$ cat src/include/slm_bridge_defines.svh
////////////////////////////////////////
// bridge-wide tuning constants
//   uart bit period, spi clock divider,
//   readback depth, modulator reset hold
////////////////////////////////////////
`ifndef SLM_BRIDGE_DEFINES_SVH
`define SLM_BRIDGE_DEFINES_SVH

// sys_clk cycles per uart bit
// 100 MHz / 115200 baud
`define SLM_CLKS_PER_BIT 868

// sys_clk cycles per half sck period
// full sck period is twice this
`define SLM_SPI_HALF_PERIOD 4

// readback fifo entries
`define SLM_QUEUE_DEPTH 4

// modulator reset hold after system reset
// cycles of sys_clk
`define SLM_RESET_STRETCH 10

`endif

$ cat src/logic/slm_bridge_pkg.sv
////////////////////////////////////////
// shared bridge types
//   byte_t      payload byte
//   spi_frame_t addr/data spi word
//   spi_pins_t  modulator spi outputs
////////////////////////////////////////
`default_nettype none

package slm_bridge_pkg;

  // single payload byte, uart and spi side
  typedef logic [7:0] byte_t;

  // one 16-bit spi word
  // addr goes out first on the wire
  typedef struct packed {
    byte_t addr;
    byte_t data;
  } spi_frame_t;

  // modulator spi pins driven by the master
  typedef struct packed {
    // select, active low
    logic sen;
    // serial clock, idles low
    logic sck;
    // mosi
    logic sdat;
  } spi_pins_t;

endpackage

`default_nettype wire

$ cat src/logic/uart_rx.sv
////////////////////////////////////////
// uart receiver, 8N1
//   two-flop input synchronizer
//   mid-bit sampling fsm
//   one-cycle valid strobe per byte
////////////////////////////////////////
`timescale 1ns/1ps
`default_nettype none
`include "slm_bridge_defines.svh"

module uart_rx
  import slm_bridge_pkg::*;
#(
  parameter int CLKS_PER_BIT = `SLM_CLKS_PER_BIT
) (
  input  logic  sys_clk,
  input  logic  reset_all_cmd_w,
  input  logic  rx_serial_i,
  output logic  rx_valid_o,
  output byte_t rx_byte_o
);

  localparam int CNT_W = $clog2(CLKS_PER_BIT);
  localparam logic [CNT_W-1:0] HALF_BIT = CNT_W'(CLKS_PER_BIT / 2 - 1);
  localparam logic [CNT_W-1:0] FULL_BIT = CNT_W'(CLKS_PER_BIT - 1);

  typedef enum logic [1:0] {RX_IDLE, RX_START, RX_DATA, RX_STOP} rx_state_t;

  rx_state_t        state_q;
  logic [1:0]       sync_q;
  logic             rx_sync;
  logic [CNT_W-1:0] cnt_q;
  logic [2:0]       bit_idx_q;
  byte_t            shift_q;

  // line is async to sys_clk
  assign rx_sync = sync_q[1];

  always_ff @(posedge sys_clk) begin
    if (reset_all_cmd_w) begin
      // idle line is high
      sync_q     <= 2'b11;
      state_q    <= RX_IDLE;
      cnt_q      <= '0;
      bit_idx_q  <= '0;
      rx_valid_o <= 1'b0;
    end else begin
      sync_q     <= {sync_q[0], rx_serial_i};
      rx_valid_o <= 1'b0;
      case (state_q)
        RX_IDLE: begin
          cnt_q     <= '0;
          bit_idx_q <= '0;
          // falling edge = start bit
          if (!rx_sync) begin
            state_q <= RX_START;
          end
        end
        RX_START: begin
          // check start bit at its middle
          if (cnt_q == HALF_BIT) begin
            cnt_q   <= '0;
            // glitch, not a real start
            state_q <= rx_sync ? RX_IDLE : RX_DATA;
          end else begin
            cnt_q <= cnt_q + 1'b1;
          end
        end
        RX_DATA: begin
          if (cnt_q == FULL_BIT) begin
            cnt_q     <= '0;
            // lsb arrives first
            shift_q   <= {rx_sync, shift_q[7:1]};
            bit_idx_q <= bit_idx_q + 1'b1;
            if (bit_idx_q == 3'd7) begin
              state_q <= RX_STOP;
            end
          end else begin
            cnt_q <= cnt_q + 1'b1;
          end
        end
        default: begin
          // middle of stop bit
          if (cnt_q == FULL_BIT) begin
            cnt_q   <= '0;
            state_q <= RX_IDLE;
            // framing error, drop byte
            if (rx_sync) begin
              rx_valid_o <= 1'b1;
              rx_byte_o  <= shift_q;
            end
          end else begin
            cnt_q <= cnt_q + 1'b1;
          end
        end
      endcase
    end
  end

endmodule

`default_nettype wire

$ cat src/logic/uart_tx.sv
////////////////////////////////////////
// uart transmitter, 8N1
//   start, 8 data lsb first, stop
//   busy from start pulse to stop end
////////////////////////////////////////
`timescale 1ns/1ps
`default_nettype none
`include "slm_bridge_defines.svh"

module uart_tx
  import slm_bridge_pkg::*;
#(
  parameter int CLKS_PER_BIT = `SLM_CLKS_PER_BIT
) (
  input  logic  sys_clk,
  input  logic  reset_all_cmd_w,
  input  logic  tx_start_i,
  input  byte_t tx_byte_i,
  output logic  tx_busy_o,
  output logic  tx_serial_o
);

  localparam int CNT_W = $clog2(CLKS_PER_BIT);
  localparam logic [CNT_W-1:0] FULL_BIT = CNT_W'(CLKS_PER_BIT - 1);

  typedef enum logic [1:0] {TX_IDLE, TX_START, TX_DATA, TX_STOP} tx_state_t;

  tx_state_t        state_q;
  logic [CNT_W-1:0] cnt_q;
  logic [2:0]       bit_idx_q;
  byte_t            shift_q;

  always_ff @(posedge sys_clk) begin
    if (reset_all_cmd_w) begin
      state_q     <= TX_IDLE;
      cnt_q       <= '0;
      bit_idx_q   <= '0;
      tx_busy_o   <= 1'b0;
      tx_serial_o <= 1'b1;
    end else begin
      case (state_q)
        TX_IDLE: begin
          cnt_q     <= '0;
          bit_idx_q <= '0;
          if (tx_start_i) begin
            // latch byte, drive start bit next cycle
            shift_q     <= tx_byte_i;
            tx_serial_o <= 1'b0;
            tx_busy_o   <= 1'b1;
            state_q     <= TX_START;
          end
        end
        TX_START: begin
          if (cnt_q == FULL_BIT) begin
            cnt_q       <= '0;
            tx_serial_o <= shift_q[0];
            state_q     <= TX_DATA;
          end else begin
            cnt_q <= cnt_q + 1'b1;
          end
        end
        TX_DATA: begin
          if (cnt_q == FULL_BIT) begin
            cnt_q <= '0;
            if (bit_idx_q == 3'd7) begin
              // stop bit
              tx_serial_o <= 1'b1;
              state_q     <= TX_STOP;
            end else begin
              tx_serial_o <= shift_q[1];
              shift_q     <= {1'b0, shift_q[7:1]};
              bit_idx_q   <= bit_idx_q + 1'b1;
            end
          end else begin
            cnt_q <= cnt_q + 1'b1;
          end
        end
        default: begin
          if (cnt_q == FULL_BIT) begin
            cnt_q     <= '0;
            tx_busy_o <= 1'b0;
            state_q   <= TX_IDLE;
          end else begin
            cnt_q <= cnt_q + 1'b1;
          end
        end
      endcase
    end
  end

  // the drain side must wait for busy to clear
  a_no_start_when_busy : assert property (
    @(posedge sys_clk) disable iff (reset_all_cmd_w)
    tx_start_i |-> !tx_busy_o
  );

endmodule

`default_nettype wire

$ cat src/logic/spi_cmd_pairer.sv
////////////////////////////////////////
// uart byte pairing
//   odd byte held as address
//   even byte completes the frame
//   requester side of req/ack
////////////////////////////////////////
`timescale 1ns/1ps
`default_nettype none

module spi_cmd_pairer
  import slm_bridge_pkg::*;
(
  input  logic       sys_clk,
  input  logic       reset_all_cmd_w,
  input  logic       rx_valid_i,
  input  byte_t      rx_byte_i,
  input  logic       xfer_ack_i,
  output spi_frame_t frame_o,
  output logic       xfer_req_o
);

  // byte shifted in most recently
  byte_t held_q;
  // high once the address byte is in
  logic  odd_q;
  logic  launch;

  // one frame in flight at a time
  // new request only once ack is back low
  assign launch = rx_valid_i && odd_q && !xfer_req_o && !xfer_ack_i;

  always_ff @(posedge sys_clk) begin
    if (reset_all_cmd_w) begin
      odd_q      <= 1'b0;
      xfer_req_o <= 1'b0;
    end else begin
      if (rx_valid_i) begin
        odd_q <= ~odd_q;
      end
      if (launch) begin
        xfer_req_o <= 1'b1;
      end else if (xfer_req_o && xfer_ack_i) begin
        // transfer done, release request
        xfer_req_o <= 1'b0;
      end
    end
  end

  // payload, no reset
  always_ff @(posedge sys_clk) begin
    if (rx_valid_i) begin
      held_q <= rx_byte_i;
    end
    // held byte moves into the addr half
    if (launch) begin
      frame_o.addr <= held_q;
      frame_o.data <= rx_byte_i;
    end
  end

  // master shifts from frame_o for the whole transfer
  a_frame_stable : assert property (
    @(posedge sys_clk) disable iff (reset_all_cmd_w)
    xfer_req_o |=> $stable(frame_o)
  );

endmodule

`default_nettype wire

$ cat src/logic/spi_master.sv
////////////////////////////////////////
// spi master, mode 0, 16-bit frames
//   msb first, mosi on falling sck
//   miso sampled on rising sck
//   reply = last 8 miso bits
//   acknowledging side of req/ack
////////////////////////////////////////
`timescale 1ns/1ps
`default_nettype none
`include "slm_bridge_defines.svh"

module spi_master
  import slm_bridge_pkg::*;
(
  input  logic       sys_clk,
  input  logic       reset_all_cmd_w,
  input  logic       xfer_req_i,
  input  spi_frame_t frame_i,
  input  logic       sout_i,
  output spi_pins_t  spi_o,
  output logic       xfer_ack_o,
  output logic       reply_valid_o,
  output byte_t      reply_byte_o
);

  localparam int HP   = `SLM_SPI_HALF_PERIOD;
  localparam int CW   = (HP > 1) ? $clog2(HP) : 1;
  localparam logic [CW-1:0] HALF_END = CW'(HP - 1);

  typedef enum logic [1:0] {SPI_IDLE, SPI_RUN, SPI_DONE, SPI_ACK} spi_state_t;

  spi_state_t  state_q;
  logic [CW-1:0] cnt_q;
  logic [3:0]  bit_cnt_q;
  spi_frame_t  tx_q;
  byte_t       rx_q;

  always_ff @(posedge sys_clk) begin
    if (reset_all_cmd_w) begin
      state_q       <= SPI_IDLE;
      cnt_q         <= '0;
      bit_cnt_q     <= '0;
      spi_o.sen     <= 1'b1;
      spi_o.sck     <= 1'b0;
      spi_o.sdat    <= 1'b0;
      xfer_ack_o    <= 1'b0;
      reply_valid_o <= 1'b0;
    end else begin
      reply_valid_o <= 1'b0;
      case (state_q)
        SPI_IDLE: begin
          cnt_q     <= '0;
          bit_cnt_q <= '0;
          if (xfer_req_i) begin
            // select and present the first bit
            spi_o.sen  <= 1'b0;
            spi_o.sdat <= frame_i.addr[7];
            tx_q       <= frame_i;
            state_q    <= SPI_RUN;
          end
        end
        SPI_RUN: begin
          if (cnt_q == HALF_END) begin
            cnt_q     <= '0;
            spi_o.sck <= ~spi_o.sck;
            if (!spi_o.sck) begin
              // rising edge, take miso
              rx_q <= {rx_q[6:0], sout_i};
            end else if (bit_cnt_q == 4'd15) begin
              // last falling edge
              state_q <= SPI_DONE;
            end else begin
              // falling edge, next mosi bit
              bit_cnt_q  <= bit_cnt_q + 1'b1;
              spi_o.sdat <= tx_q[14];
              tx_q       <= spi_frame_t'({tx_q[14:0], 1'b0});
            end
          end else begin
            cnt_q <= cnt_q + 1'b1;
          end
        end
        SPI_DONE: begin
          // deselect, hand reply to the queue
          spi_o.sen     <= 1'b1;
          xfer_ack_o    <= 1'b1;
          reply_valid_o <= 1'b1;
          state_q       <= SPI_ACK;
        end
        default: begin
          // wait for requester to drop req
          if (!xfer_req_i) begin
            xfer_ack_o <= 1'b0;
            state_q    <= SPI_IDLE;
          end
        end
      endcase
    end
  end

  // reply byte captured alongside the ack
  always_ff @(posedge sys_clk) begin
    if (state_q == SPI_DONE) begin
      reply_byte_o <= rx_q;
    end
  end

  // no stray clocks outside a selected frame
  a_sck_idle_low : assert property (
    @(posedge sys_clk) disable iff (reset_all_cmd_w)
    spi_o.sen |-> !spi_o.sck
  );

endmodule

`default_nettype wire

$ cat src/logic/readback_queue.sv
////////////////////////////////////////
// readback byte fifo
//   circular buffer with count
//   pop-then-start drain to uart tx
////////////////////////////////////////
`timescale 1ns/1ps
`default_nettype none
`include "slm_bridge_defines.svh"

module readback_queue
  import slm_bridge_pkg::*;
(
  input  logic  sys_clk,
  input  logic  reset_all_cmd_w,
  input  logic  reply_valid_i,
  input  byte_t reply_byte_i,
  input  logic  tx_busy_i,
  output logic  tx_start_o,
  output byte_t tx_byte_o
);

  localparam int DEPTH = `SLM_QUEUE_DEPTH;
  localparam int PW    = (DEPTH > 1) ? $clog2(DEPTH) : 1;
  localparam logic [PW-1:0] LAST = PW'(DEPTH - 1);

  byte_t       mem [DEPTH];
  logic [PW-1:0] wr_ptr_q;
  logic [PW-1:0] rd_ptr_q;
  logic [PW:0] count_q;
  logic        empty;
  logic        full;
  logic        push;
  logic        pop;

  assign empty = (count_q == '0);
  assign full  = (count_q == (PW+1)'(DEPTH));
  // full queue drops the reply
  assign push  = reply_valid_i && !full;
  // hold off while a start is still pending
  assign pop   = !empty && !tx_busy_i && !tx_start_o;

  ////////////////////////////////////////
  // pointers and occupancy
  ////////////////////////////////////////
  always_ff @(posedge sys_clk) begin
    if (reset_all_cmd_w) begin
      wr_ptr_q   <= '0;
      rd_ptr_q   <= '0;
      count_q    <= '0;
      tx_start_o <= 1'b0;
    end else begin
      if (push) begin
        wr_ptr_q <= (wr_ptr_q == LAST) ? '0 : wr_ptr_q + 1'b1;
      end
      if (pop) begin
        rd_ptr_q <= (rd_ptr_q == LAST) ? '0 : rd_ptr_q + 1'b1;
      end
      count_q    <= count_q + (PW+1)'(push) - (PW+1)'(pop);
      // start the transmitter the cycle after the pop
      tx_start_o <= pop;
    end
  end

  // storage and output byte
  always_ff @(posedge sys_clk) begin
    if (push) begin
      mem[wr_ptr_q] <= reply_byte_i;
    end
    if (pop) begin
      tx_byte_o <= mem[rd_ptr_q];
    end
  end

  // a pop from an empty queue would wrap the count past depth
  a_no_pop_empty : assert property (
    @(posedge sys_clk) disable iff (reset_all_cmd_w)
    count_q <= (PW+1)'(DEPTH)
  );

endmodule

`default_nettype wire

$ cat src/logic/slm_reset_gen.sv
////////////////////////////////////////
// modulator reset stretcher
//   active-low, held past system reset
////////////////////////////////////////
`timescale 1ns/1ps
`default_nettype none
`include "slm_bridge_defines.svh"

module slm_reset_gen (
  input  logic sys_clk,
  input  logic reset_all_cmd_w,
  output logic slm_reset_n_o
);

  localparam int STRETCH = `SLM_RESET_STRETCH;
  localparam int CW      = $clog2(STRETCH + 1);

  logic [CW-1:0] cnt_q;

  always_ff @(posedge sys_clk) begin
    if (reset_all_cmd_w) begin
      // reload and hold modulator in reset
      cnt_q         <= CW'(STRETCH);
      slm_reset_n_o <= 1'b0;
    end else if (cnt_q > CW'(1)) begin
      cnt_q <= cnt_q - 1'b1;
    end else begin
      // release on the last count
      cnt_q         <= '0;
      slm_reset_n_o <= 1'b1;
    end
  end

endmodule

`default_nettype wire

$ cat src/logic/slm_bridge_top.sv
////////////////////////////////////////
// pc to modulator command bridge
//   uart rx -> pairer -> spi master
//   spi reply -> queue -> uart tx
//   stretched modulator reset
////////////////////////////////////////
`timescale 1ns/1ps
`default_nettype none
`include "slm_bridge_defines.svh"

module slm_bridge_top
  import slm_bridge_pkg::*;
#(
  parameter int CLKS_PER_BIT = `SLM_CLKS_PER_BIT
) (
  input  logic      sys_clk,
  input  logic      reset_all_cmd_w,
  input  logic      uart_rx_i,
  input  logic      sout_i,
  output logic      uart_tx_o,
  output logic      slm_reset_n_o,
  output spi_pins_t spi_o
);

  // pc command path
  logic       rx_valid;
  byte_t      rx_byte;
  spi_frame_t frame;
  logic       xfer_req;
  logic       xfer_ack;
  // readback path
  logic       reply_valid;
  byte_t      reply_byte;
  logic       tx_start;
  byte_t      tx_byte;
  logic       tx_busy;

  uart_rx #(.CLKS_PER_BIT(CLKS_PER_BIT)) u_uart_rx (
    .sys_clk, .reset_all_cmd_w, .rx_serial_i(uart_rx_i),
    .rx_valid_o(rx_valid), .rx_byte_o(rx_byte)
  );

  spi_cmd_pairer u_pairer (
    .sys_clk, .reset_all_cmd_w, .rx_valid_i(rx_valid), .rx_byte_i(rx_byte),
    .xfer_ack_i(xfer_ack), .frame_o(frame), .xfer_req_o(xfer_req)
  );

  spi_master u_spi_master (
    .sys_clk, .reset_all_cmd_w, .xfer_req_i(xfer_req), .frame_i(frame),
    .sout_i, .spi_o, .xfer_ack_o(xfer_ack), .reply_valid_o(reply_valid),
    .reply_byte_o(reply_byte)
  );

  readback_queue u_queue (
    .sys_clk, .reset_all_cmd_w, .reply_valid_i(reply_valid),
    .reply_byte_i(reply_byte), .tx_busy_i(tx_busy),
    .tx_start_o(tx_start), .tx_byte_o(tx_byte)
  );

  uart_tx #(.CLKS_PER_BIT(CLKS_PER_BIT)) u_uart_tx (
    .sys_clk, .reset_all_cmd_w, .tx_start_i(tx_start), .tx_byte_i(tx_byte),
    .tx_busy_o(tx_busy), .tx_serial_o(uart_tx_o)
  );

  slm_reset_gen u_reset_gen (
    .sys_clk, .reset_all_cmd_w, .slm_reset_n_o
  );

endmodule

`default_nettype wire

$ cat config.mk
export PLATFORM = sky130hd
export DESIGN_NAME = slm_bridge_top
export DESIGN_NICKNAME = d
export VERILOG_FILES = /design/src/logic/slm_bridge_pkg.sv /design/src/logic/uart_rx.sv /design/src/logic/uart_tx.sv /design/src/logic/spi_cmd_pairer.sv /design/src/logic/spi_master.sv /design/src/logic/readback_queue.sv /design/src/logic/slm_reset_gen.sv /design/src/logic/slm_bridge_top.sv
export VERILOG_INCLUDE_DIRS = /design/src /design/src/include
export SDC_FILE = /design/constraint.sdc
export NUM_CORES = 1
export LEC_CHECK = 0
export ABC_AREA = 1
export BUFFER_PORTS_ARGS = -buffer_cell sky130_fd_sc_hd__buf_2
export CELL_PAD_IN_SITES_DETAIL_PLACEMENT = 0
export CELL_PAD_IN_SITES_GLOBAL_PLACEMENT = 1
export CORE_ASPECT_RATIO = 2
export CORE_UTILIZATION = 40
export CTS_BUF_LIST = sky130_fd_sc_hd__clkbuf_4
export DETAILED_ROUTE_END_ITERATION = 10
export PLACE_DENSITY = 0.74
export SETUP_SLACK_MARGIN = 0.4
export SYNTH_ARGS = -nofsm -noshare
export SYNTH_HDL_FRONTEND = slang
export SYNTH_HIERARCHICAL = 1
export SYNTH_SLANG_ARGS = --single-unit
$ cat constraint.sdc
create_clock -name sys_clk -period 3.1 [get_ports sys_clk]
set_clock_uncertainty 0.1 [all_clocks]
set_input_delay 0.775 -clock sys_clk [delete_from_list [all_inputs] [get_ports sys_clk]]
set_output_delay 0.775 -clock sys_clk [all_outputs]
set_load 0.01 [all_outputs]
==> results of run 1 <==
-- per-layer routing --
metal,up-vias,routed length (µm)
met2,44,7360
met1,2213,4850
met4,0,358
met5,-,0
li1,2393,-
met3,23,254
-- layout make-up --
cell class / instances / area, µm²
Fill cell: 1784 / 10500
Timing Repair Buffer: 15 / 92.6
Clock buffer: 18 / 135
Multi-Input combinational cell: 435 / 2440
Tap cell: 255 / 319
Clock inverter: 14 / 168
Inverter: 76 / 293
Antenna cell: 1 / 2.50
Sequential cell: 182 / 4830
-- worst min path at each step --
stage                     cells past startpoint              endpoint  slack (ns)
after floorplan                               1   u_uart_rx/sync_q[1]        0.29
after global placement                        1   u_uart_rx/sync_q[1]        0.30
after detailed placement                      1   u_uart_rx/sync_q[1]        0.30
after CTS                                     1  u_spi_master/rx_q[0]        0.22
after global routing                          1  u_spi_master/rx_q[0]        0.23
final                                         1  u_spi_master/rx_q[0]        0.29
-- placed cells by master (no fill, tap or decap), types with 5 or more instances in the layout --
cell type	count
nor2_1	84
nor3_1	6
buf_4	7
xnor2_1	5
nand4_1	5
nand2_2	14
dfxtp_1	63
buf_2	8
o22ai_2	8
clkbuf_4	18
a21oi_1	26
nand3_1	25
inv_1	66
nand2_1	145
inv_2	9
nor2_2	18
o21ai_0	26
inv_6	5
edfxtp_1	119
ha_1	31
-- synthesized netlist by cell type (all sizes together), types with 5 or more instances --
cell and n:
ha 31, a21oi 26, inv 76, o21ai 32, xnor2 5, nand2 162, nor3 8, nor2 106
nand4 5, dfxtp 63, nand3 29, o22ai 9, buf 8, edfxtp 119
-- flip-flops by register name, summed over array words and instances, names as in the netlist, 3 cells and up --
signal and cells:
u_pairer/frame_o 16, u_pairer/held_q 8, u_queue/count_q 3, u_queue/mem 32, u_queue/tx_byte_o 8, u_reset_gen/cnt_q 4
u_spi_master/bit_cnt_q 4, u_spi_master/reply_byte_o 8, u_spi_master/rx_q 8, u_spi_master/spi_o 3, u_spi_master/tx_q 15, u_uart_rx/bit_idx_q 3
u_uart_rx/cnt_q 10, u_uart_rx/rx_byte_o 8, u_uart_rx/shift_q 8, u_uart_tx/bit_idx_q 3, u_uart_tx/cnt_q 10, u_uart_tx/shift_q 8
-- metrics by stage --
step / setup slack (ns) / std cells / power (µW) / utilization, % / instance area (µm²)
6_report: 0.607 / 996 / 5390 / 44.2 / 8280
5_1_grt: 0.513 / 996 / 5730 / 44.2 / 8280
4_1_cts: 0.623 / 995 / 5480 / 44.2 / 8280
3_5_place_dp: 0.665 / 963 / 4120 / 42.5 / 7980
3_3_place_gp: 0.688 / 963 / 4070 / 42.5 / 7980
2_1_floorplan: 0.876 / 703 / 3880 / - / 7640
-- kinds of logic (layout without fill, tap and decap cells) --
family                     Yosys count  in the layout  synth area share [%]
xor gates and xnor gates             7              7                 0.802
DFF                                182            182                  63.3
adders and majority gates           32             32                  5.34
AOI/OAI and AO/OA                   72             72                  5.88
and+or+nand+nor                    324            324                  19.9
other                                0              1                     0
buffers and inverters               86            123                  4.85
-- power by group through the flow --
stage | Combinational [µW] | Sequential (µW) | Clock [µW]
detailed placement | 1140 | 2980 | 0
CTS | 1140 | 2920 | 1410
global route | 1300 | 2950 | 1480
finish | 1130 | 2920 | 1340
floorplan | 952 | 2930 | 0
global placement | 1110 | 2970 | 0
-- worst max-delay path: stages (launching register included) --
cell and delay, ns:
dfxtp_1 0.43, ha_1 0.25, nand3_1 0.09, nor4_1 0.54
nand3_1 0.18, nor2_1 0.54
==> run metrics, run 1 <==
Slew Viols, Final=0; worst r2r src=u_uart_rx/cnt_q[0]; Clock Power Share=24.9%; CTS Root Cell=clkbuf_4; CP arrival=2.58 ns; Lkg Pwr=0.00315 µW; dpl hpwl=9.59 mm; Syn Nets=739; Net count, final=763; Seq/Total Area, Yosys=63.3%; Switching Share=31.0%; Post-synth ARST share=0%; post-route setup TNS=0 ns; area delta synth->final=8.37%; Clk pin slew, worst setup/hold paths=0.15 ns; met2 Track Usage GR=28.8%; Area contributors post-synth=edfxtp_1 47%, dfxtp_1 17%, nand2_1 7.1%; drt wl/cell=12.9 µm; vias per cell=4.69; Die X=99.7 µm; distinct cell type count after synthesis=44; max capacitance violation total=0; period utilization=80.4%; Synth Warn #=6; CP max FO=8; final number of hold-violating endpoints=0; Final Critical Period=2.49 ns; Total GRT Usage=14.5%; dominant synthesized flop cell=edfxtp_1; core box area=18,700 µm²; num ports=9; CTS H-tree depth=4; initial antenna violation count=1; Worst Tran Pin Value=0.863 ns; Crit path required time=3.19 ns; CTS tree=done; Slew headroom=42.3%; FF-to-FF path depth=5; EDFF count, synth=119; Die Span Y=197 µm; layout cell share with drive strength beyond 1=16.2%; Worst setup EP type=flip-flop; GP Congestion=0.746; crit path launch type=flip-flop; CP Launch Point=u_uart_rx/cnt_q[0]; Residual DRC=0; Post-Synthesis Cells=703; row cnt=71; grt met3 use=3.15%; port bufs=8; fmax=0.401 GHz; routed wire length=12.8 mm; number of global-route vias before repair=4,819; first-pass GRT wire length=22.0 mm; flop2flop setup slack=0.61 ns; # setup viols final=0; Hold Worst Slack=0.291 ns; critical path type=flip-flop to flip-flop; Worst IR Drop VDD=0.000275 V; Hold-fix buffers, CTS=0; FF+latch count, synth=182; area share of the largest cell type after synthesis=46.8%; drt first-iter violations=163; DR pass1 iterations=4; final antenna-violating net count=0; synthesized area per cell=10.9 µm²; GR Layer Usage met1=13.5%; later-pin clock latency in the skew report=0.55 ns; die area=19,700 µm²; vias after detailed routing=4,673; TritonCTS Buffers=17; CTS sink cnt=182; Mapped Area=7640 µm²; Initial Util=40.8%; Pint=3720 µW; Reg power frac=54.2%; total grt overflow=0; area leader, netlist=edfxtp_1; largest net degree at the start of global routing=19; outcome=finished clean; gr busiest metal=met2; Power Density=651 nW/µm²; combinational power share=20.9%; Setup Buffers After CTS=0; reg2reg end=u_uart_rx/rx_byte_o[7]; CTS Buffer Depth=2; Hold WC Path Type=input port to flip-flop; Sw Pwr=1670 µW; RSZ-0062 raised after global routing=false; CTS resizes=0; hold path start=sout_i; Worst setup endpoint=u_uart_rx/rx_byte_o[7]
Power figures use the tool's default switching activity.
==> run 2: changes to the inputs <==
Clock period 3.1 ns to 2.6 ns, I/O delays scaled along.
==> run 2 against run 1 <==
Against the previous run:
- final area up 0.89%
- non-clock buffer count up 8
- combinational power rose by 28%
- first-iteration DRC count up 6.7%
==> run metrics, run 2 (synthesized netlist as in run 1, its figures left out) <==
area delta synth->final=9.33% (was 8.37%); number of global-route vias before repair=4,782 (was 4,819); commonest non-fill, non-tap cell in the layout=nand2_1 (unchanged); GP Congestion=0.784 (was 0.746); multi-input combinational cell area=2460 µm² (was 2440 µm²); vias after detailed routing=4,670 (was 4,673); final number of hold-violating endpoints=0 (unchanged); crit path launch type=flip-flop (unchanged); Residual DRC=0 (unchanged); row cnt=71 (unchanged); Lkg Pwr=0.00318 µW (was 0.00315 µW); Total GRT Usage=14.1% (was 14.5%); Die Span Y=197 µm (unchanged); Final Critical Period=2.13 ns (was 2.49 ns); Initial Util=40.8% (unchanged); Total Power=6440 µW (was 5390 µW); TritonCTS Buffers=17 (unchanged); drt wl/cell=12.7 µm (was 12.9 µm); Slew headroom=45.7% (was 42.3%); post-route setup TNS=0 ns (unchanged); num ports=9 (unchanged); die area=19,700 µm² (unchanged); Crit path required time=2.99 ns (was 3.19 ns); final cell count without fillers=1,004 (was 996); CTS tree=done (unchanged); Largest Register=u_queue/mem (unchanged); Final Cell Area=8350 µm² (was 8280 µm²); CTS H-tree depth=4 (unchanged); first-pass GRT wire length=21.4 mm (was 22.0 mm); dpl hpwl=9.49 mm (was 9.59 mm); max reg flops=32 (unchanged); Largest regs=u_queue/mem (32), u_pairer/frame_o (16), u_spi_master/tx_q (15) (unchanged); Power Density=771 nW/µm² (was 651 nW/µm²); Net count, final=771 (was 763); final antenna-violating net count=0 (unchanged); Slew Viols, Final=0 (unchanged); Worst Tran Pin Value=0.811 ns (was 0.863 ns); CTS sink cnt=182 (unchanged); sequential cell area=4840 µm² (was 4830 µm²); period utilization=81.8% (was 80.4%); Worst IR Drop VDD=0.000392 V (was 0.000275 V); port bufs=8 (unchanged); CTS Buffer Depth=2 (unchanged); initial antenna violation count=1 (unchanged); critical path type=flip-flop to flip-flop (unchanged); later-pin clock latency in the skew report=0.56 ns (was 0.55 ns); Hold Crit Depth=1 (unchanged); # setup viols final=0 (unchanged); layout cell share with drive strength beyond 1=18.2% (was 16.2%); CP arrival=2.52 ns (was 2.58 ns); DR pass1 iterations=5 (was 4); vias per cell=4.65 (was 4.69); Worst setup EP type=flip-flop (unchanged); Hold-fix buffers, CTS=0 (unchanged); fmax=0.470 GHz (was 0.401 GHz); outcome=finished clean (unchanged); max capacitance violation total=0 (unchanged); drt first-iter violations=174 (was 163); FF-to-FF path depth=10 (was 5); cell count after placement=967 (was 963); DP Area=8010 µm² (was 7980 µm²); Fill cells=1,720 (was 1,784); Die X=99.7 µm (unchanged); core box area=18,700 µm² (unchanged); Hold Worst Slack=0.160 ns (was 0.291 ns); Hold WC Path Type=input port to flip-flop (unchanged); largest net degree at the start of global routing=27 (was 19); RSZ-0062 raised after global routing=true (was false); Clk pin slew, worst setup/hold paths=0.15 ns (about the same); total grt overflow=0 (unchanged); CTS Root Cell=clkbuf_4 (unchanged); routed wire length=12.8 mm (about the same); most frequent cells in the layout=144 x nand2_1, 119 x edfxtp_1, 83 x nor2_1 (was 145 x nand2_1, 119 x edfxtp_1, 84 x nor2_1); CP max FO=3 (was 8)
[run 2: cell type report]
class,instances,share of cell area (%)
flip-flops and latches,182,57.9
repair buffers,23,1.83
multi-input cells,435,29.5
inverters,76,3.55
clock inverters,14,1.74
well taps,255,3.82
clock buffers,18,1.62
diodes,1,0.0300
[run 2: worst paths after layout]
check	from	to	slack, ns
setup reg to reg	u_queue/count_q[1]	u_queue/count_q[2]	0.47
setup / recovery	u_queue/count_q[1]	u_queue/count_q[2]	0.47
hold reg to reg	u_pairer/held_q[1]	u_pairer/frame_o[9]	0.33
hold / removal	sout_i	u_spi_master/rx_q[0]	0.16
[run 2: critical path, cell delays in order, from the launching register on]
cell and delay, ns:
dfxtp_4 0.38, nor2_4 0.12, nand2_2 0.08, nand2_2 0.09, clkinvlp_4 0.10, ha_1 0.28, inv_1 0.04, ha_1 0.18
fa_1 0.38, nand3b_1 0.18, a21oi_2 0.13
[run 2: metrics by stage]
stage	utilization, %	setup slack, ns
after global routing	44.6	0.363
after global placement	42.7	0.358
after detailed placement	42.7	0.263
after CTS	44.4	0.429
final	44.6	0.474
after floorplan	-	0.534
[run 2: routing by layer]
| layer | routed length [µm] | global-route usage, % |
|---|---|---|
| met5 | 0 | 0 |
| met4 | 331 | 6.97 |
| met3 | 284 | 2.80 |
| met2 | 7490 | 28.1 |
| met1 | 4680 | 13.0 |
[run 2: timing repair]
item / 4_1_cts / 5_1_grt
pin swaps: 0 / 1
setup buffers: 2 / 2
setup endpoints to repair: 2 / 13
hold endpoints to repair: 0 / 0
gates resized for setup: 4 / 4
[run 2: report_power, final]
group / leakage (µW) / switching, µW / internal, µW
Sequential: 0.00159 / 153 / 3340
Clock: 0.000144 / 981 / 513
Combinational: 0.00144 / 891 / 556
==> run 3: changes to the inputs <==
Settings changed: ABC_AREA 1 to 0, PLACE_DENSITY 0.74 to 0.72.
Clock period 2.6 ns to 2.15 ns, I/O delays scaled along.
==> run 3 against run 2 <==
Against the previous run:
- the run now ends with setup timing left
- setup slack worse by 0.48 ns
- combinational power is 47% higher
- clock power is 13% higher
- final cell count down 18%
- critical path depth stayed put
- via count decreased by 11%
- core utilization grew 4.7 points
- first-iteration DRC count is 5.2% higher
- critical path type unchanged
- largest cell class unchanged
==> run metrics, run 3 <==
first-pass GRT wire length=20.5 mm (was 21.4 mm); Largest regs=u_queue/mem (32), u_pairer/frame_o (16), u_spi_master/tx_q (15) (unchanged); area leader, netlist=edfxtp_1 (unchanged); drt wl/cell=15.3 µm (was 12.7 µm); vias after detailed routing=4,147 (was 4,670); Syn Nets=554 (was 739); Worst Tran Pin Value=0.527 ns (was 0.811 ns); commonest non-fill, non-tap cell in the layout=edfxtp_1 (was nand2_1); CP max FO=3 (unchanged); initial antenna violation count=1 (unchanged); core box area=17,800 µm² (was 18,700 µm²); failing checks=setup timing; Total GRT Usage=14.2% (was 14.1%); CTS Root Cell=clkbuf_4 (unchanged); largest net degree at the start of global routing=22 (was 27); Seq/Total Area, Yosys=66.2% (was 63.3%); Worst IR Drop VDD=0.000417 V (was 0.000392 V); DR WL met2=7.33 mm (was 7.49 mm); area delta synth->final=20.0% (was 9.33%); outcome=finished, violations left (was finished clean); row cnt=69 (was 71); FF+latch count, synth=182 (unchanged); critical path type=flip-flop to flip-flop (unchanged); Crit path required time=2.51 ns (was 2.99 ns); routed wire length=12.6 mm (was 12.8 mm); Lkg Pwr=0.00306 µW (was 0.00318 µW); distinct cell type count after synthesis=57 (was 44); total grt overflow=0 (unchanged); Mapped Area=7310 µm² (was 7640 µm²); final cell count without fillers=824 (was 1,004); DP Area=7950 µm² (was 8010 µm²); EDFF count, synth=119 (unchanged); final number of hold-violating endpoints=0 (unchanged); cell count after placement=750 (was 967); CP arrival=2.51 ns (was 2.52 ns); port bufs=8 (unchanged); max capacitance violation total=0 (unchanged); max reg flops=32 (unchanged); Slew Viols, Final=0 (unchanged); Initial Util=41.1% (was 40.8%); period utilization=100% (was 81.8%); crit path launch type=flip-flop (unchanged); Die X=97.6 µm (was 99.7 µm); layout cell share with drive strength beyond 1=36.9% (was 18.2%); CTS H-tree depth=4 (unchanged); Final Worst Setup Slack=-0.00113 ns (was 0.474 ns); Net count, final=633 (was 771); TritonCTS Buffers=17 (unchanged); GP Congestion=0.718 (was 0.784); Clk pin slew, worst setup/hold paths=0.14 ns (was 0.15 ns); number of global-route vias before repair=4,327 (was 4,782); num ports=9 (unchanged); Largest Register=u_queue/mem (unchanged); Synth Warn #=6 (unchanged); Die Span Y=193 µm (was 197 µm); max layer used=met4 (unchanged); Post-Synthesis Cells=518 (was 703); Slew headroom=64.9% (was 45.7%); synthesized area per cell=14.1 µm² (was 10.9 µm²); CTS tree=done (unchanged); Final Critical Period=2.15 ns (was 2.13 ns); dpl ws=-0.0661 ns (was 0.263 ns); area share of the largest cell type after synthesis=48.9% (was 46.8%); most frequent cells in the layout=119 x edfxtp_1, 50 x buf_4, 44 x nor2_1 (was 144 x nand2_1, 119 x edfxtp_1, 83 x nor2_1); Total Power=8100 µW (was 6440 µW); top cells by count, synth=119 x edfxtp_1, 63 x dfxtp_1, 49 x nor2_1 (was 145 x nand2_1, 119 x edfxtp_1, 84 x nor2_1); # setup viols final=1 (was 0); dpl hpwl=8.53 mm (was 9.49 mm); post-route setup TNS=-0.00113 ns (was 0 ns); Area contributors post-synth=edfxtp_1 49%, dfxtp_1 17%, ha_1 5.3% (was edfxtp_1 47%, dfxtp_1 17%, nand2_1 7.1%); Post-synth ARST share=0% (unchanged); DR pass1 iterations=4 (was 5); fmax=0.465 GHz (was 0.470 GHz); met3 WL post-DR=296 µm (was 284 µm); die area=18,800 µm² (was 19,700 µm²); Fill cells=1,558 (was 1,720); Power Density=924 nW/µm² (was 771 nW/µm²); vias per cell=5.03 (was 4.65); later-pin clock latency in the skew report=0.55 ns (was 0.56 ns); Worst setup EP type=flip-flop (unchanged); final antenna-violating net count=0 (unchanged); RSZ-0062 raised after global routing=true (unchanged); Final Cell Area=8770 µm² (was 8350 µm²); dominant synthesized flop cell=edfxtp_1 (unchanged); Hold WC Path Type=input port to flip-flop (unchanged); most frequent cell after synthesis=edfxtp_1 (was nand2_1); drt first-iter violations=183 (was 174); CTS Buffer Depth=2 (unchanged); Residual DRC=0 (unchanged); CTS sink cnt=182 (unchanged); metal1 wirelength=4.64 mm (was 4.68 mm)
[run 3: cell count changes after synthesis, sizes merged, moves of 12 or more]
cell	before	now
mux2	0	22
inv	76	25
nor2	106	51
o21ai	32	6
nand3	29	17
nand2	162	18
[run 3: layer usage]
| metal | vias to the layer above | global-route usage (%) |
|---|---|---|
| li1 | 2053 | - |
| met5 | - | 0 |
| met4 | 0 | 7.18 |
| met2 | 39 | 27.4 |
| met1 | 2037 | 13.7 |
| met3 | 18 | 3.60 |
[run 3: timing repair]
action / in CTS / in global routing
pin swaps: 18 / 13
buffers inserted: 27 / 11
gates cloned: 1 / 1
endpoints found under the setup margin: 75 / 75
gates resized for setup: 43 / 23
endpoints found under the hold margin: 0 / 1
hold buffers: 0 / 1
[run 3: kinds of logic (layout without fill, tap and decap cells)]
group           Yosys count  in the layout  share of synthesized area, %
compound gates           44             44                          4.38
xor+xnor                 20             20                          2.40
fa+ha+maj                32             32                          5.58
buf+inv                  37            128                          2.16
flops                   182            182                          66.2
mux                      41             41                          7.36
other cells               0              1                             0
simple gates            162            163                          12.0
[run 3: layout make-up]
type	count	area, µm²	area share [%]
clock buffer	21	158	1.80
timing repair buffer	71	628	7.16
antenna	1	2.50	0.0285
sequential	182	4870	55.5
tap	213	267	3.04
multi-input combinational	300	2660	30.4
clock inverter	11	83.8	0.956
inverter	25	96.3	1.10
[run 3: worst max-delay path: stages, from the launching register on]
cell and delay (ns):
dfxtp_2 0.36, or3b_4 0.39, and2_4 0.15, inv_2 0.06, ha_4 0.12, inv_2 0.04, ha_4 0.14, fa_2 0.35
xnor2_2 0.14, xnor2_1 0.15, nor2_1 0.06
[run 3: per-stage QoR]
step                util [%]  hold WS [ns]
floorplan                  -         0.289
global placement        44.7         0.300
detailed placement      44.7         0.296
CTS                     48.1       0.00311
global route            49.3       0.00111
finish                  49.3        0.0714
[run 3: report_power, final]
group | internal, µW | switching [µW] | leakage, µW
combinational | 1120 | 1010 | 0.00131
clock | 615 | 1070 | 0.000152
sequential | 4090 | 197 | 0.00160
[run 3: final timing paths]
path                         from                            to  slack, ns  cells after the start
max            u_queue/count_q[1]            u_queue/count_q[2]     -0.001                     10
min                     uart_rx_i           u_uart_rx/sync_q[0]       0.07                      2
max reg2reg    u_queue/count_q[1]            u_queue/count_q[2]     -0.001                     10
min reg2reg  u_spi_master/rx_q[7]  u_spi_master/reply_byte_o[7]       0.34                      0
